--- src/mem_pkg.sv ---
// memory subsystem shared types

package mem_pkg;

    // byte address, only bits 17:0 reach the device
    typedef logic [31:0] addr_t;

    // data word as seen by the requesters
    typedef logic [31:0] word_t;

    // transfer length in bytes: 1, 2 or 4
    typedef enum logic [1:0] {
        len_byte = 2'd0,
        len_half = 2'd1,
        len_word = 2'd2
    } mem_len_e;

    // one bus request, from fetch or from the data side
    typedef struct packed {
        addr_t    addr;
        word_t    wdata;
        mem_len_e len;
        logic     write;
        // loads only, extends the top bit of a byte or halfword
        logic     is_signed;
    } mem_req_t;

    // one completion, rdata valid in the done cycle
    typedef struct packed {
        logic  done;
        word_t rdata;
    } mem_rsp_t;

    // mem_a[17:16] value of the uart / cycle counter range
    localparam logic [1:0] io_region = 2'b11;

endpackage

--- src/mem_arbiter.sv ---
// fetch / data bus arbiter
`timescale 1ns/1ps

module mem_arbiter (
    input  logic              clk_in,
    input  logic              arst_n,
    input  logic              rdy_in,
    input  logic              clr,
    input  logic              fetch_req,
    input  mem_pkg::addr_t    fetch_addr,
    input  logic              data_req,
    input  mem_pkg::mem_req_t data_cmd,
    input  logic              seq_busy,
    input  mem_pkg::mem_rsp_t seq_rsp,
    output logic              seq_start,
    output mem_pkg::mem_req_t seq_req,
    output mem_pkg::mem_rsp_t fetch_rsp,
    output mem_pkg::mem_rsp_t data_rsp
);

    import mem_pkg::*;

    // pending slots, one per requester
    logic     fetch_pend_q;
    addr_t    fetch_addr_q;
    logic     data_pend_q;
    mem_req_t data_cmd_q;

    // 1 when data got the last grant, resets to fetch
    logic     last_data_q;
    // owner of the transfer in flight, 1 for data
    logic     owner_data_q;
    // in-flight fetch squashed by clr
    logic     fetch_kill_q;

    logic     fetch_ok;
    logic     grant_data;
    mem_req_t fetch_cmd;

    // a fetch in the clr cycle is never granted
    assign fetch_ok = fetch_pend_q && !clr;

    // on a tie the side not granted last wins
    assign grant_data = data_pend_q && (!fetch_ok || !last_data_q);

    assign seq_start = (fetch_ok || data_pend_q) && !seq_busy && rdy_in;

    // fetch is always an unsigned word read
    assign fetch_cmd = '{
        addr:      fetch_addr_q,
        wdata:     '0,
        len:       len_word,
        write:     1'b0,
        is_signed: 1'b0
    };

    assign seq_req = grant_data ? data_cmd_q : fetch_cmd;

    // completion goes to the owner, squashed fetches drop their done
    assign fetch_rsp.done  = seq_rsp.done && !owner_data_q && !fetch_kill_q && !clr;
    assign fetch_rsp.rdata = seq_rsp.rdata;
    assign data_rsp.done   = seq_rsp.done && owner_data_q;
    assign data_rsp.rdata  = seq_rsp.rdata;

    always_ff @(posedge clk_in or negedge arst_n) begin
        if (!arst_n) begin
            fetch_pend_q <= 1'b0;
            data_pend_q  <= 1'b0;
            last_data_q  <= 1'b0;
            owner_data_q <= 1'b0;
            fetch_kill_q <= 1'b0;
        end else if (rdy_in) begin
            // fetch slot, a strobe together with clr is dropped
            if (fetch_req && !clr) begin
                fetch_pend_q <= 1'b1;
            end else if (clr || (seq_start && !grant_data)) begin
                fetch_pend_q <= 1'b0;
            end

            // data slot, never touched by clr
            if (data_req) begin
                data_pend_q <= 1'b1;
            end else if (seq_start && grant_data) begin
                data_pend_q <= 1'b0;
            end

            if (seq_start) begin
                owner_data_q <= grant_data;
                last_data_q  <= grant_data;
                fetch_kill_q <= 1'b0;
            end else if (clr) begin
                // bus bytes still finish, only the done is hidden
                fetch_kill_q <= 1'b1;
            end
        end
    end

    // request payloads
    always_ff @(posedge clk_in) begin
        if (rdy_in && fetch_req) begin
            fetch_addr_q <= fetch_addr;
        end
        if (rdy_in && data_req) begin
            data_cmd_q <= data_cmd;
        end
    end

endmodule

--- src/mem_bus_seq.sv ---
// byte bus sequencer
`timescale 1ns/1ps

module mem_bus_seq (
    input  logic              clk_in,
    input  logic              arst_n,
    input  logic              rdy_in,
    input  logic              seq_start,
    input  mem_pkg::mem_req_t seq_req,
    input  logic              io_buffer_full,
    input  logic [7:0]        mem_din,
    output logic              seq_busy,
    output mem_pkg::mem_rsp_t seq_rsp,
    output logic [7:0]        mem_dout,
    output mem_pkg::addr_t    mem_a,
    output logic              mem_wr
);

    import mem_pkg::*;

    typedef enum logic [1:0] {
        st_idle = 2'd0,
        st_xfer = 2'd1,
        st_done = 2'd2
    } seq_state_e;

    seq_state_e state_q;
    mem_req_t   req_q;
    logic [1:0] idx_q;

    // what was on the address bus last cycle, for read capture
    logic       rd_phase_q;
    logic [1:0] rd_idx_q;
    word_t      rd_buf;

    logic [1:0] last_idx;
    logic       is_io;
    logic       io_stall;
    logic       step;
    word_t      assembled;

    function automatic word_t extend(input word_t raw, input mem_len_e len, input logic sgn);
        word_t res;
        case (len)
            len_byte: res = {{24{sgn & raw[7]}}, raw[7:0]};
            len_half: res = {{16{sgn & raw[15]}}, raw[15:0]};
            default:  res = raw;
        endcase
        return res;
    endfunction

    // index of the final byte
    always_comb begin
        case (req_q.len)
            len_byte: last_idx = 2'd0;
            len_half: last_idx = 2'd1;
            default:  last_idx = 2'd3;
        endcase
    end

    assign is_io    = req_q.addr[17:16] == io_region;
    // io writes wait before each byte while the uart buffer is full
    assign io_stall = req_q.write && is_io && io_buffer_full;
    assign step     = rdy_in && (state_q == st_xfer) && !io_stall;

    // bus outputs
    assign mem_a    = (state_q == st_xfer) ? req_q.addr + addr_t'(idx_q) : '0;
    assign mem_wr   = step && req_q.write;
    assign mem_dout = (state_q == st_xfer && req_q.write) ?
                      req_q.wdata[{idx_q, 3'b000} +: 8] : 8'h00;

    // last read byte is still on mem_din in the first done cycle
    always_comb begin
        assembled = rd_buf;
        if (rd_phase_q) begin
            assembled[{rd_idx_q, 3'b000} +: 8] = mem_din;
        end
    end

    assign seq_rsp.done  = (state_q == st_done) && rdy_in;
    assign seq_rsp.rdata = req_q.write ? '0 : extend(assembled, req_q.len, req_q.is_signed);

    // free again in the cycle that done rises
    assign seq_busy = (state_q != st_idle) && !seq_rsp.done;

    always_ff @(posedge clk_in or negedge arst_n) begin
        if (!arst_n) begin
            state_q <= st_idle;
            idx_q   <= 2'd0;
        end else if (rdy_in) begin
            case (state_q)
                st_idle: begin
                    if (seq_start) begin
                        state_q <= st_xfer;
                        idx_q   <= 2'd0;
                    end
                end
                st_xfer: begin
                    if (!io_stall) begin
                        if (idx_q == last_idx) begin
                            state_q <= st_done;
                        end else begin
                            idx_q <= idx_q + 2'd1;
                        end
                    end
                end
                st_done: begin
                    // back to back transfer straight from done
                    if (seq_start) begin
                        state_q <= st_xfer;
                        idx_q   <= 2'd0;
                    end else begin
                        state_q <= st_idle;
                    end
                end
                default: begin
                    state_q <= st_idle;
                end
            endcase
        end
    end

    // request held for the whole transfer
    always_ff @(posedge clk_in) begin
        if (rdy_in && seq_start && !seq_busy) begin
            req_q <= seq_req;
        end
    end

    // follows the device every cycle, pause or not,
    // so read data lines up with the address it came from
    always_ff @(posedge clk_in or negedge arst_n) begin
        if (!arst_n) begin
            rd_phase_q <= 1'b0;
            rd_idx_q   <= 2'd0;
        end else begin
            rd_phase_q <= (state_q == st_xfer) && !req_q.write;
            rd_idx_q   <= idx_q;
        end
    end

    always_ff @(posedge clk_in) begin
        if (rd_phase_q) begin
            rd_buf[{rd_idx_q, 3'b000} +: 8] <= mem_din;
        end
    end

endmodule

--- src/mem_subsys.sv ---
// memory subsystem top
`timescale 1ns/1ps

module mem_subsys (
    input  logic              clk_in,
    input  logic              arst_n,
    input  logic              rdy_in,
    input  logic              clr,

    // fetch side
    input  logic              fetch_req,
    input  mem_pkg::addr_t    fetch_addr,
    output mem_pkg::mem_rsp_t fetch_rsp,

    // data side
    input  logic              data_req,
    input  mem_pkg::mem_req_t data_cmd,
    output mem_pkg::mem_rsp_t data_rsp,

    // device bus
    input  logic [7:0]        mem_din,
    input  logic              io_buffer_full,
    output logic [7:0]        mem_dout,
    output mem_pkg::addr_t    mem_a,
    output logic              mem_wr
);

    import mem_pkg::*;

    logic     seq_start;
    logic     seq_busy;
    mem_req_t seq_req;
    mem_rsp_t seq_rsp;

    mem_arbiter u_mem_arbiter (
        .clk_in    (clk_in),
        .arst_n    (arst_n),
        .rdy_in    (rdy_in),
        .clr       (clr),
        .fetch_req (fetch_req),
        .fetch_addr(fetch_addr),
        .data_req  (data_req),
        .data_cmd  (data_cmd),
        .seq_busy  (seq_busy),
        .seq_rsp   (seq_rsp),
        .seq_start (seq_start),
        .seq_req   (seq_req),
        .fetch_rsp (fetch_rsp),
        .data_rsp  (data_rsp)
    );

    mem_bus_seq u_mem_bus_seq (
        .clk_in        (clk_in),
        .arst_n        (arst_n),
        .rdy_in        (rdy_in),
        .seq_start     (seq_start),
        .seq_req       (seq_req),
        .io_buffer_full(io_buffer_full),
        .mem_din       (mem_din),
        .seq_busy      (seq_busy),
        .seq_rsp       (seq_rsp),
        .mem_dout      (mem_dout),
        .mem_a         (mem_a),
        .mem_wr        (mem_wr)
    );

endmodule

--- config.mk ---
export PLATFORM = sky130hd
export DESIGN_NAME = mem_subsys
export DESIGN_NICKNAME = d
export VERILOG_FILES = /design/src/mem_pkg.sv /design/src/mem_arbiter.sv /design/src/mem_bus_seq.sv /design/src/mem_subsys.sv
export SDC_FILE = /design/constraint.sdc
export NUM_CORES = 1
export LEC_CHECK = 0
export BUFFER_PORTS_ARGS = -buffer_cell sky130_fd_sc_hd__buf_4
export CAP_MARGIN = 20
export CORE_MARGIN = 2
export CORE_UTILIZATION = 48
export DETAILED_ROUTE_END_ITERATION = 8
export GPL_TIMING_DRIVEN = 0
export MAX_ROUTING_LAYER = met4
export PLACE_DENSITY = 0.76
export SETUP_SLACK_MARGIN = 0.4
export SYNTH_ARGS = -nofsm -noshare
export SYNTH_HDL_FRONTEND = slang
export SYNTH_SLANG_ARGS = --single-unit
export TNS_END_PERCENT = 100
--- constraint.sdc ---
create_clock -name clk_in -period 3.1 [get_ports clk_in]
set_clock_uncertainty 0.1 [all_clocks]
set_input_delay 0.93 -clock clk_in [delete_from_list [all_inputs] [get_ports clk_in]]
set_output_delay 0.93 -clock clk_in [all_outputs]
set_load 0.005 [all_outputs]
Word-level counts from Yosys, hierarchy flattened:

Index checks and enable logic that the tools add are counted.

* bits in registers: 211
* input bits: 115
* output and inout port bits: 107
* logic and storage cells: 111

* $add $sub $neg: 3
* equality and inequality tests: 10
* shift-type cells: 3
* muxes and demuxes: 23
* bitwise operators: 2
* reductions and logical operators: 50

Operators by type and width (number)
* 32-bit two-way mux: 3
* 68-bit two-way mux: 1
* 32-bit one-hot mux with 2 select lines: 1
* 32-bit by 2-bit adder with 32-bit output: 1
* 32-bit bitwise mux: 1
* 8-bit by 7-bit variable shift with 32-bit output, first input constant: 1
* 32-bit by 6-bit indexed part select with 8-bit output: 1
* 8-bit by 7-bit indexed part select with 32-bit output: 1
* 1-bit logical AND: 24
* 2-bit two-way mux: 6
* 2-bit nonzero test: 5
* 1-bit zero test: 9
* 8-bit two-way mux: 1
* 2-bit inequality test, second input constant: 4
* 2-bit one-hot mux with 2 select lines: 2
* 2-bit AND reduction: 4
* 1-bit two-way mux: 7
* 5-bit negation with 7-bit output: 1
* 2-bit one-hot mux with 3 select lines: 1
* 5-bit AND reduction: 1
* 2-bit by 1-bit equality test with 1-bit output, second input constant: 2
* 2-bit equality test, second input constant: 2
* 2-bit zero test: 2
* 4-bit AND reduction: 1
* other kinds (6): 9

Depth between registers and ports, before layout:

Gate-level depths: netlist of the first run.

* depth after elaboration: 11
* mapped depth: 9
* mapped depth without buffers: 6

Hierarchy:

From an unflattened synthesis of the first run, not the netlist that was laid out.

* cells, all modules: 694
* area total of the unflattened synthesis: 9399.0 µm²

By module, submodules not included
* mem_bus_seq: instances 1, cells each 426, area an instance 4916.0 µm², seq. area each 2857.7 µm²
* mem_arbiter: instances 1, cells each 268, area an instance 4483.0 µm², seq. area each 3103.0 µm²

Worst setup path before layout of the first run:

OpenSTA, ideal clock, no wires.

* kind: input -> register
* start point: input rdy_in
* end point: register u_mem_bus_seq.req_q[0] (netlist name), enable pin
* arrival time: 2.955 ns
* data required time: 2.577 ns
* slack: -0.378 ns
* cell stages on the path: 4
* path buffers: 1
* path through: clkbuf_1 -> nor2b_1 -> o21ai_0 -> inv_1

* word-level cells in the longest chain between the ends: 8

Ends and longest elaborated chain
* start, declared: line mem_subsys.sv:7 `input logic rdy_in,`
* 1-bit logical AND: line mem_bus_seq.sv:80 `assign seq_rsp.done = (state_q == st_done) && rdy_in;`
* 1-bit zero test: line mem_bus_seq.sv:84 `assign seq_busy = (state_q != st_idle) && !seq_rsp.done;`
* 1-bit logical AND: line mem_bus_seq.sv:84
* 1-bit zero test: line mem_arbiter.sv:46, mem_bus_seq.sv:125
* 1-bit logical AND (2 in series): line mem_arbiter.sv:46 `assign seq_start = (fetch_ok || data_pend_q) && !seq_busy && rdy_in;`
* 1-bit logical AND: line mem_bus_seq.sv:125 `if (rdy_in && seq_start && !seq_busy) begin`
* 1-bit logical AND (*): line mem_bus_seq.sv:125
* end signal, assigned: line mem_bus_seq.sv:126 `req_q <= seq_req;`
* end, declared: line mem_bus_seq.sv:28 `mem_req_t req_q;`

Mark *: on every way between the ends. The rest lies on a longest branch, timed or not.
A chain may end at the register's enable or synchronous reset.

Worst setup path in the final report of the first run:

* start point: register u_mem_bus_seq.idx_q[0]
* end point: output mem_a[30]

* word-level cells in the longest chain between the ends: 2

Ends and longest elaborated chain
* start, declared: line mem_bus_seq.sv:29 `logic [1:0] idx_q;`
* start signal, assigned: line mem_bus_seq.sv:103 `idx_q <= idx_q + 2'd1;`
* 32-bit by 2-bit adder with 32-bit output: line mem_bus_seq.sv:67 `assign mem_a = (state_q == st_xfer) ? req_q.addr + addr_t'(idx_q) : '0;`
* 32-bit two-way mux: line mem_bus_seq.sv:67
* end, declared: line mem_subsys.sv:24 `output mem_pkg::addr_t mem_a,`

Every way passes these cells.

==> results_dict.tcl, run 1 <==
set metrics [dict create \
    nets 1110 \
    setup_viol 99 \
    layout-drive-gt1-share_pct 53.3 \
    cts_made_buffers 22 \
    slew_viol_final 0 \
    dr.pass1.iters 5 \
    cts_hold_buf 0 \
    worstPathArrival_ns 2.72 \
    grt_usage_pct 23.3 \
    crit_path_top_delay_cell "or3_4" \
    synth_xor_area_share_pct 0.774 \
    maxCapViolCount 0 \
    hold_viol_final 0 \
    grt_max_degree 65 \
    routed_wirelength_mm 24.9 \
    vias 6716 \
    clockBufferDepth 3 \
    final_common_cell "buf_4" \
    overflow 0 \
    ys_types 52 \
    worstSetupPathType "reg -> out" \
    tightestPinTransition_ns 0.861 \
    syn_area_um2 9050 \
    worstPathCellList "ha_4 > fa_2 > nand4_1 > or3_4 > buf_8 > or4_4 > a21oi_4 > buf_6" \
    dieArea_um2 20000 \
    core_area_um2 18600 \
    ys.flop_type "edfxtp_1" \
    synthSimpleGateAreaFrac_pct 11.4 \
    syn_to_final_growth_pct 51.9 \
    ir_drop_mv 0.560 \
    fin_crit_sh_pct 121 \
    drcViolationCount 0 \
    mostFrequentLayoutCells "201 x buf_4, 168 x edfxtp_1, 116 x buf_6" \
    max_slew_margin_pct 42.6 \
    clk_pin_slew_ns 0.07 \
    end_kind "primary output" \
    synth_compound_area_share_pct 8.67 \
    gp_congestion 0.903 \
    fmax_ghz 0.267 \
    antenna_left 0 \
    initial_core_util_pct 48.7 \
    synth_cells 678 \
    rsz0062_at_grt "yes" \
    routedWlPerCell_um 20.1 \
    critPathMaxStageDelay_ns 0.44 \
    fin_area_um2 13700 \
    root_buffer "clkbuf_16" \
    async_reset_ff_share_pct 5.21 \
    placed_area_um2 11300 \
    violations "negative setup slack" \
    p_per_area_nw_per_um2 813 \
    critPathLaunchType "flip-flop" \
    cts.sinks 211 \
    synth_seq_cells 211 \
    syn_area_per_cell_um2 13.3 \
    insertion_delay_ns 0.50 \
    syn_nets 800 \
    hold_class "in -> async" \
    required_ns 2.07 \
    hpwl_mm 15.0 \
    viasPerCell 5.42 \
    cp_max_fo 8 \
    cts_tree "yes" \
    diodes 0 \
    p_leak_nw 5.57 \
    grt_pass1_vias 6576 \
    fill_cells 1136 \
    die_x_um 141 \
    synth-edff-count 168 \
    synth_top_family_by_area "simple AND/OR/NAND/NOR gates" \
    ys_warn_count 0 \
    grt_pass1_wl_mm 35.2 \
    reg2reg_depth 5 \
    initialDrtViolationCount 334 \
    port_buffers 220 \
    ios 222 \
    synthAdderAreaFrac_pct 1.05 \
    yosysSeqAreaShare_pct 65.9 \
    status "finished, violations left" \
    rows 50 \
    grt_antenna_before_repair 0 \
    chipHeight_um 141 \
    period_minus_slack_ns 3.75 \
    fin_ws_ns -0.648 \
    reg2reg_slack_ns 0.61 \
    tns_ns -36.67 \
    h-tree-depth 1 \
    muxShareOfSynthArea_pct 6.20 \
]
==> Yosys cell counts (2+ instances only) <==
cell type  count  area (um^2)
a22oi_1       16          120
o31ai_1       13         97.6
buf_1          5         18.8
nand3b_1       3         22.5
o211ai_1       2         15.0
a31oi_1        4         25.0
mux2i_1        2         20.0
nor2b_1       12         75.1
nor3b_1        3         22.5
nor4_1         6         37.5
nand4_1        5         31.3
nor3_1         3         15.0
nand2b_1       4         25.0
mux4_2         8          180
xnor2_1        7         61.3
or4_1         14          105
edfxtp_1     168         5040
and2_1         9         56.3
a21o_1         2         15.0
buf_4         33          248
nand3_1        9         45.0
dfrtp_1       11          275
nor2_1        18         67.6
and4_1         3         26.3
and3_1        44          275
a41o_1         4         40.0
or3_1          6         37.5
nand2_1       37          139
dfxtp_1       32          641
mux2_2        32          360
a22o_1         9         78.8
buf_2          3         15.0
ha_1           6         75.1
clkbuf_1      26         97.6
inv_1         42          158
o21ai_0       26          130
o32ai_1        7         61.3
a21oi_1       30          150
==> cells by family after synthesis <==
family          after synthesis
fa+ha+maj                     7
xor+xnor                      8
buf+inv                     110
flops                       211
compound gates              119
mux                          42
simple gates                181
==> worst max-delay path, delay by kind of cell (launching register included) <==
| family | cells | cell delay [ns] |
|---|---|---|
| buffers and inverters | 2 | 0.28 |
| AO/OA/AOI/OAI | 1 | 0.16 |
| AND/OR/NAND/NOR | 3 | 0.99 |
| adder cells (fa/ha/maj) | 2 | 0.36 |
| flip-flops | 1 | 0.43 |
==> power breakdown <==
part | internal (W) | switching (W)
clock | 0.00147 | 0.00106
combinational | 0.00244 | 0.00219
sequential | 0.00371 | 0.000296
total | 0.00763 | 0.00355
==> repair_timing <==
| action | 4_1_cts | 5_1_grt |
|---|---|---|
| gates resized for setup | 156 | 128 |
| pin swaps | 16 | 34 |
| endpoints found under the setup margin | 119 | 116 |
| buffers inserted | 28 | 34 |
| cloned | 1 | 1 |
==> metrics by stage <==
step           worst slack (ns)  instances  power, W  utilization (%)  hold WS, ns
6_report                 -0.648       1238    0.0112             74.0        0.156
5_1_grt                  -0.722       1238    0.0117             74.0        0.141
4_1_cts                  -0.713       1203    0.0105             69.5        0.141
3_5_place_dp             -0.484       1134   0.00735             61.1        0.355
3_3_place_gp             -0.446       1132   0.00727             60.8        0.346
2_1_floorplan           0.00481        678   0.00594                -        0.335
==> layer usage <==
metal	routed length (um)	global-route usage (%)	vias to the layer above
li1	-	-	3144
met3	1580	4.42	57
met1	9390	28.0	3222
met5	0	-	-
met4	963	9.53	0
met2	12900	39.0	293
==> cell type report <==
type | count | area, um^2 | share of cell area [%]
Timing Repair Buffer | 286 | 2580 | 18.8
Multi-Input combinational cell | 357 | 3400 | 24.7
Sequential cell | 211 | 5970 | 43.4
Tap cell | 234 | 293 | 2.13
Clock buffer | 28 | 604 | 4.40
Inverter | 42 | 161 | 1.17
Clock inverter | 12 | 100 | 0.728
Buffer | 68 | 639 | 4.65
==> registers in the layout (all words and copies together) (netlist names) <==
name and count:
u_mem_arbiter.data_cmd_q 68, u_mem_arbiter.data_pend_q 1, u_mem_arbiter.fetch_addr_q 32, u_mem_arbiter.fetch_kill_q 1, u_mem_arbiter.fetch_pend_q 1, u_mem_arbiter.last_data_q 1, u_mem_bus_seq.idx_q 2, u_mem_bus_seq.rd_buf 32
u_mem_bus_seq.rd_idx_q 2, u_mem_bus_seq.rd_phase_q 1, u_mem_bus_seq.req_q 68, u_mem_bus_seq.state_q 2
==> path summary, 6_finish.rpt <==
| kind | startpoint | to |
|---|---|---|
| setup / recovery | u_mem_bus_seq.idx_q[0]$_DFFE_PN0P_ | mem_a[30] |
| hold / removal | arst_n | u_mem_arbiter.fetch_kill_q$_DFFE_PN0P_ |
| setup reg to reg | u_mem_arbiter.last_data_q$_DFFE_PN0P_ | u_mem_bus_seq.req_q[57]$_DFFE_PP_ |
| hold reg to reg | u_mem_bus_seq.rd_buf[9]$_DFF_P_ | u_mem_bus_seq.rd_buf[9]$_DFF_P_ |
| max in group asynchronous | arst_n | u_mem_bus_seq.idx_q[0]$_DFFE_PN0P_ |
| min in group clk_in | u_mem_bus_seq.rd_buf[9]$_DFF_P_ | u_mem_bus_seq.rd_buf[9]$_DFF_P_ |
(Power assumes the default switching activity.)
==> inputs of run 2 (changes only) <==
--- a/config.mk
+++ b/config.mk
@@ -9,6 +9,7 @@
 export CAP_MARGIN = 20
 export CORE_MARGIN = 2
 export CORE_UTILIZATION = 48
+export CTS_BUF_LIST = sky130_fd_sc_hd__clkbuf_4 sky130_fd_sc_hd__clkbuf_8 sky130_fd_sc_hd__clkbuf_16
 export DETAILED_ROUTE_END_ITERATION = 8
 export GPL_TIMING_DRIVEN = 0
 export MAX_ROUTING_LAYER = met4
==> results_dict.tcl, run 2 (synthesis gave the netlist of run 1 again) <==
set metrics [dict create \
    cts_tree "yes" \
    root_buffer "clkbuf_16" \
    required_ns 2.07 \
    initial_core_util_pct 48.7 \
    insertion_delay_ns 0.50 \
    p_per_area_nw_per_um2 812 \
    maxCapViolCount 0 \
    slew_viol_final 0 \
    grt_pass1_vias 6593 \
    syn_to_final_growth_pct 51.6 \
    hpwl_mm 15.0 \
    h-tree-depth 1 \
    reg.largest.list "u_mem_arbiter.data_cmd_q x68, u_mem_bus_seq.req_q x68" \
    vias 6687 \
    period_minus_slack_ns 3.75 \
    fin_area_um2 13700 \
    critPathMaxStageDelay_ns 0.44 \
    hold_class "in -> async" \
    rsz0062_at_grt "yes" \
    power_w 0.0111 \
    switching_share_pct 31.6 \
    cts_hold_buf 0 \
    dp.cells 1134 \
    chipHeight_um 141 \
    port_buffers 220 \
    gp_congestion 0.903 \
    placed_area_um2 11300 \
    antenna_left 0 \
    routedWlPerCell_um 19.9 \
    grt_antenna_before_repair 0 \
    routed_wirelength_mm 24.7 \
    die_x_um 141 \
    layout-drive-gt1-share_pct 53.4 \
    drcViolationCount 0 \
    mostFrequentLayoutCells "204 x buf_4, 168 x edfxtp_1, 115 x buf_6" \
    grt_pass1_wl_mm 35.1 \
    cp_max_fo 8 \
    violations "negative setup slack" \
    initialDrtViolationCount 354 \
    grt_usage_pct 23.2 \
    worstSetupPathType "reg -> out" \
    crit_path_top_delay_cell "or3_4" \
    worstPathCellList "ha_4 > fa_2 > nand4_1 > or3_4 > buf_8 > or4_4 > a21oi_4 > buf_6" \
    fill_cells 1136 \
    ios 222 \
    status "finished, violations left" \
    power.share.clock_pct 23.1 \
    fin_crit_sh_pct 121 \
    clk_pin_slew_ns 0.07 \
    end_kind "primary output" \
    grt_max_degree 65 \
    diodes 0 \
    fmax_ghz 0.267 \
    p_seq_share_pct 35.9 \
    clockBufferDepth 3 \
    critical_path_buf_inv_count 2 \
    tightestPinTransition_ns 0.855 \
    dr.pass1.iters 5 \
    switching_power_w 0.00351 \
    overflow 0 \
    critPathLaunchType "flip-flop" \
    setup_viol 100 \
    hold_viol_final 0 \
    nets 1110 \
    cts.sinks 211 \
    core_area_um2 18600 \
    dieArea_um2 20000 \
    combPwrFrac_pct 41.0 \
    critical_path.top_delay_family "simple AND/OR/NAND/NOR gates" \
    ir_drop_mv 0.589 \
    rows 50 \
    final_common_cell "buf_4" \
    power.internal_w 0.00762 \
    fin_ws_ns -0.646 \
    cts_made_buffers 22 \
    max_slew_margin_pct 43.0 \
    p_leak_nw 5.58 \
    viasPerCell 5.40 \
    worstPathArrival_ns 2.72 \
    instances_no_fill 1238 \
]
## run 2: changes by cell type in the layout (fill, tap and decap cells not counted), sizes merged
cell	before	now
clkbuf	52	51
buf	330	331
## run 2: metal layers
layer	up-vias	part of all wire (%)	GRT usage, %	routed length (um)
li1	3142	-	-	-
met1	3207	37	27.8	9250
met2	282	52	39.0	12800
met3	56	6.7	4.62	1650
met4	0	3.8	9.26	926
met5	-	0	-	0
## run 2: timing repair
item	in CTS	in global routing
resized for setup	155	123
cloned	1	0
hold endpoints to repair	0	0
pin swaps	16	37
setup endpoints to repair	119	116
buffers inserted	28	35
## run 2: layout make-up
| cell class | count | area, um^2 | area share [%] |
|---|---|---|---|
| sequential | 211 | 5970 | 43.5 |
| multi-input combinational | 357 | 3380 | 24.7 |
| timing repair buffer | 286 | 2550 | 18.6 |
| buffer | 68 | 639 | 4.66 |
| clock buffer | 28 | 619 | 4.52 |
| tap | 234 | 293 | 2.13 |
| inverter | 42 | 161 | 1.18 |
| clock inverter | 12 | 100 | 0.730 |
## run 2: worst paths after layout
kind                                                     endpoint  slack [ns]                                  start  cells after the start
max                                                     mem_a[30]       -0.65     u_mem_bus_seq.idx_q[0]$_DFFE_PN0P_                      8
min                        u_mem_arbiter.fetch_kill_q$_DFFE_PN0P_        0.16                                 arst_n                      1
max reg2reg                     u_mem_bus_seq.req_q[64]$_DFFE_PP_        0.64  u_mem_arbiter.last_data_q$_DFFE_PN0P_                      5
min reg2reg                       u_mem_bus_seq.rd_buf[9]$_DFF_P_        0.38        u_mem_bus_seq.rd_buf[9]$_DFF_P_                      2
max in group asynchronous    u_mem_bus_seq.state_q[0]$_DFFE_PN0P_        2.57                                 arst_n                      1
min in group clk_in               u_mem_bus_seq.rd_buf[9]$_DFF_P_        0.38        u_mem_bus_seq.rd_buf[9]$_DFF_P_                      2
## run 2: metrics by stage
step / TNS [ns] / util (%) / hold slack [ns] / setup WS, ns
after global routing: -47.47 / 73.8 / 0.141 / -0.729
after floorplan: 0 / - / 0.335 / 0.00481
after global placement: -34.89 / 60.8 / 0.346 / -0.446
after detailed placement: -20.28 / 61.1 / 0.355 / -0.484
final: -37.95 / 73.8 / 0.155 / -0.646
after CTS: -34.65 / 69.6 / 0.139 / -0.718
## run 2: power by group through the flow
stage | sequential, W | clock, W | combinational, W
after floorplan | 0.00395 | 0 | 0.00199
after global placement | 0.00403 | 0 | 0.00324
after detailed placement | 0.00404 | 0 | 0.00331
after CTS | 0.00397 | 0.00263 | 0.00393
after global routing | 0.00404 | 0.00276 | 0.00489
final | 0.00400 | 0.00257 | 0.00457
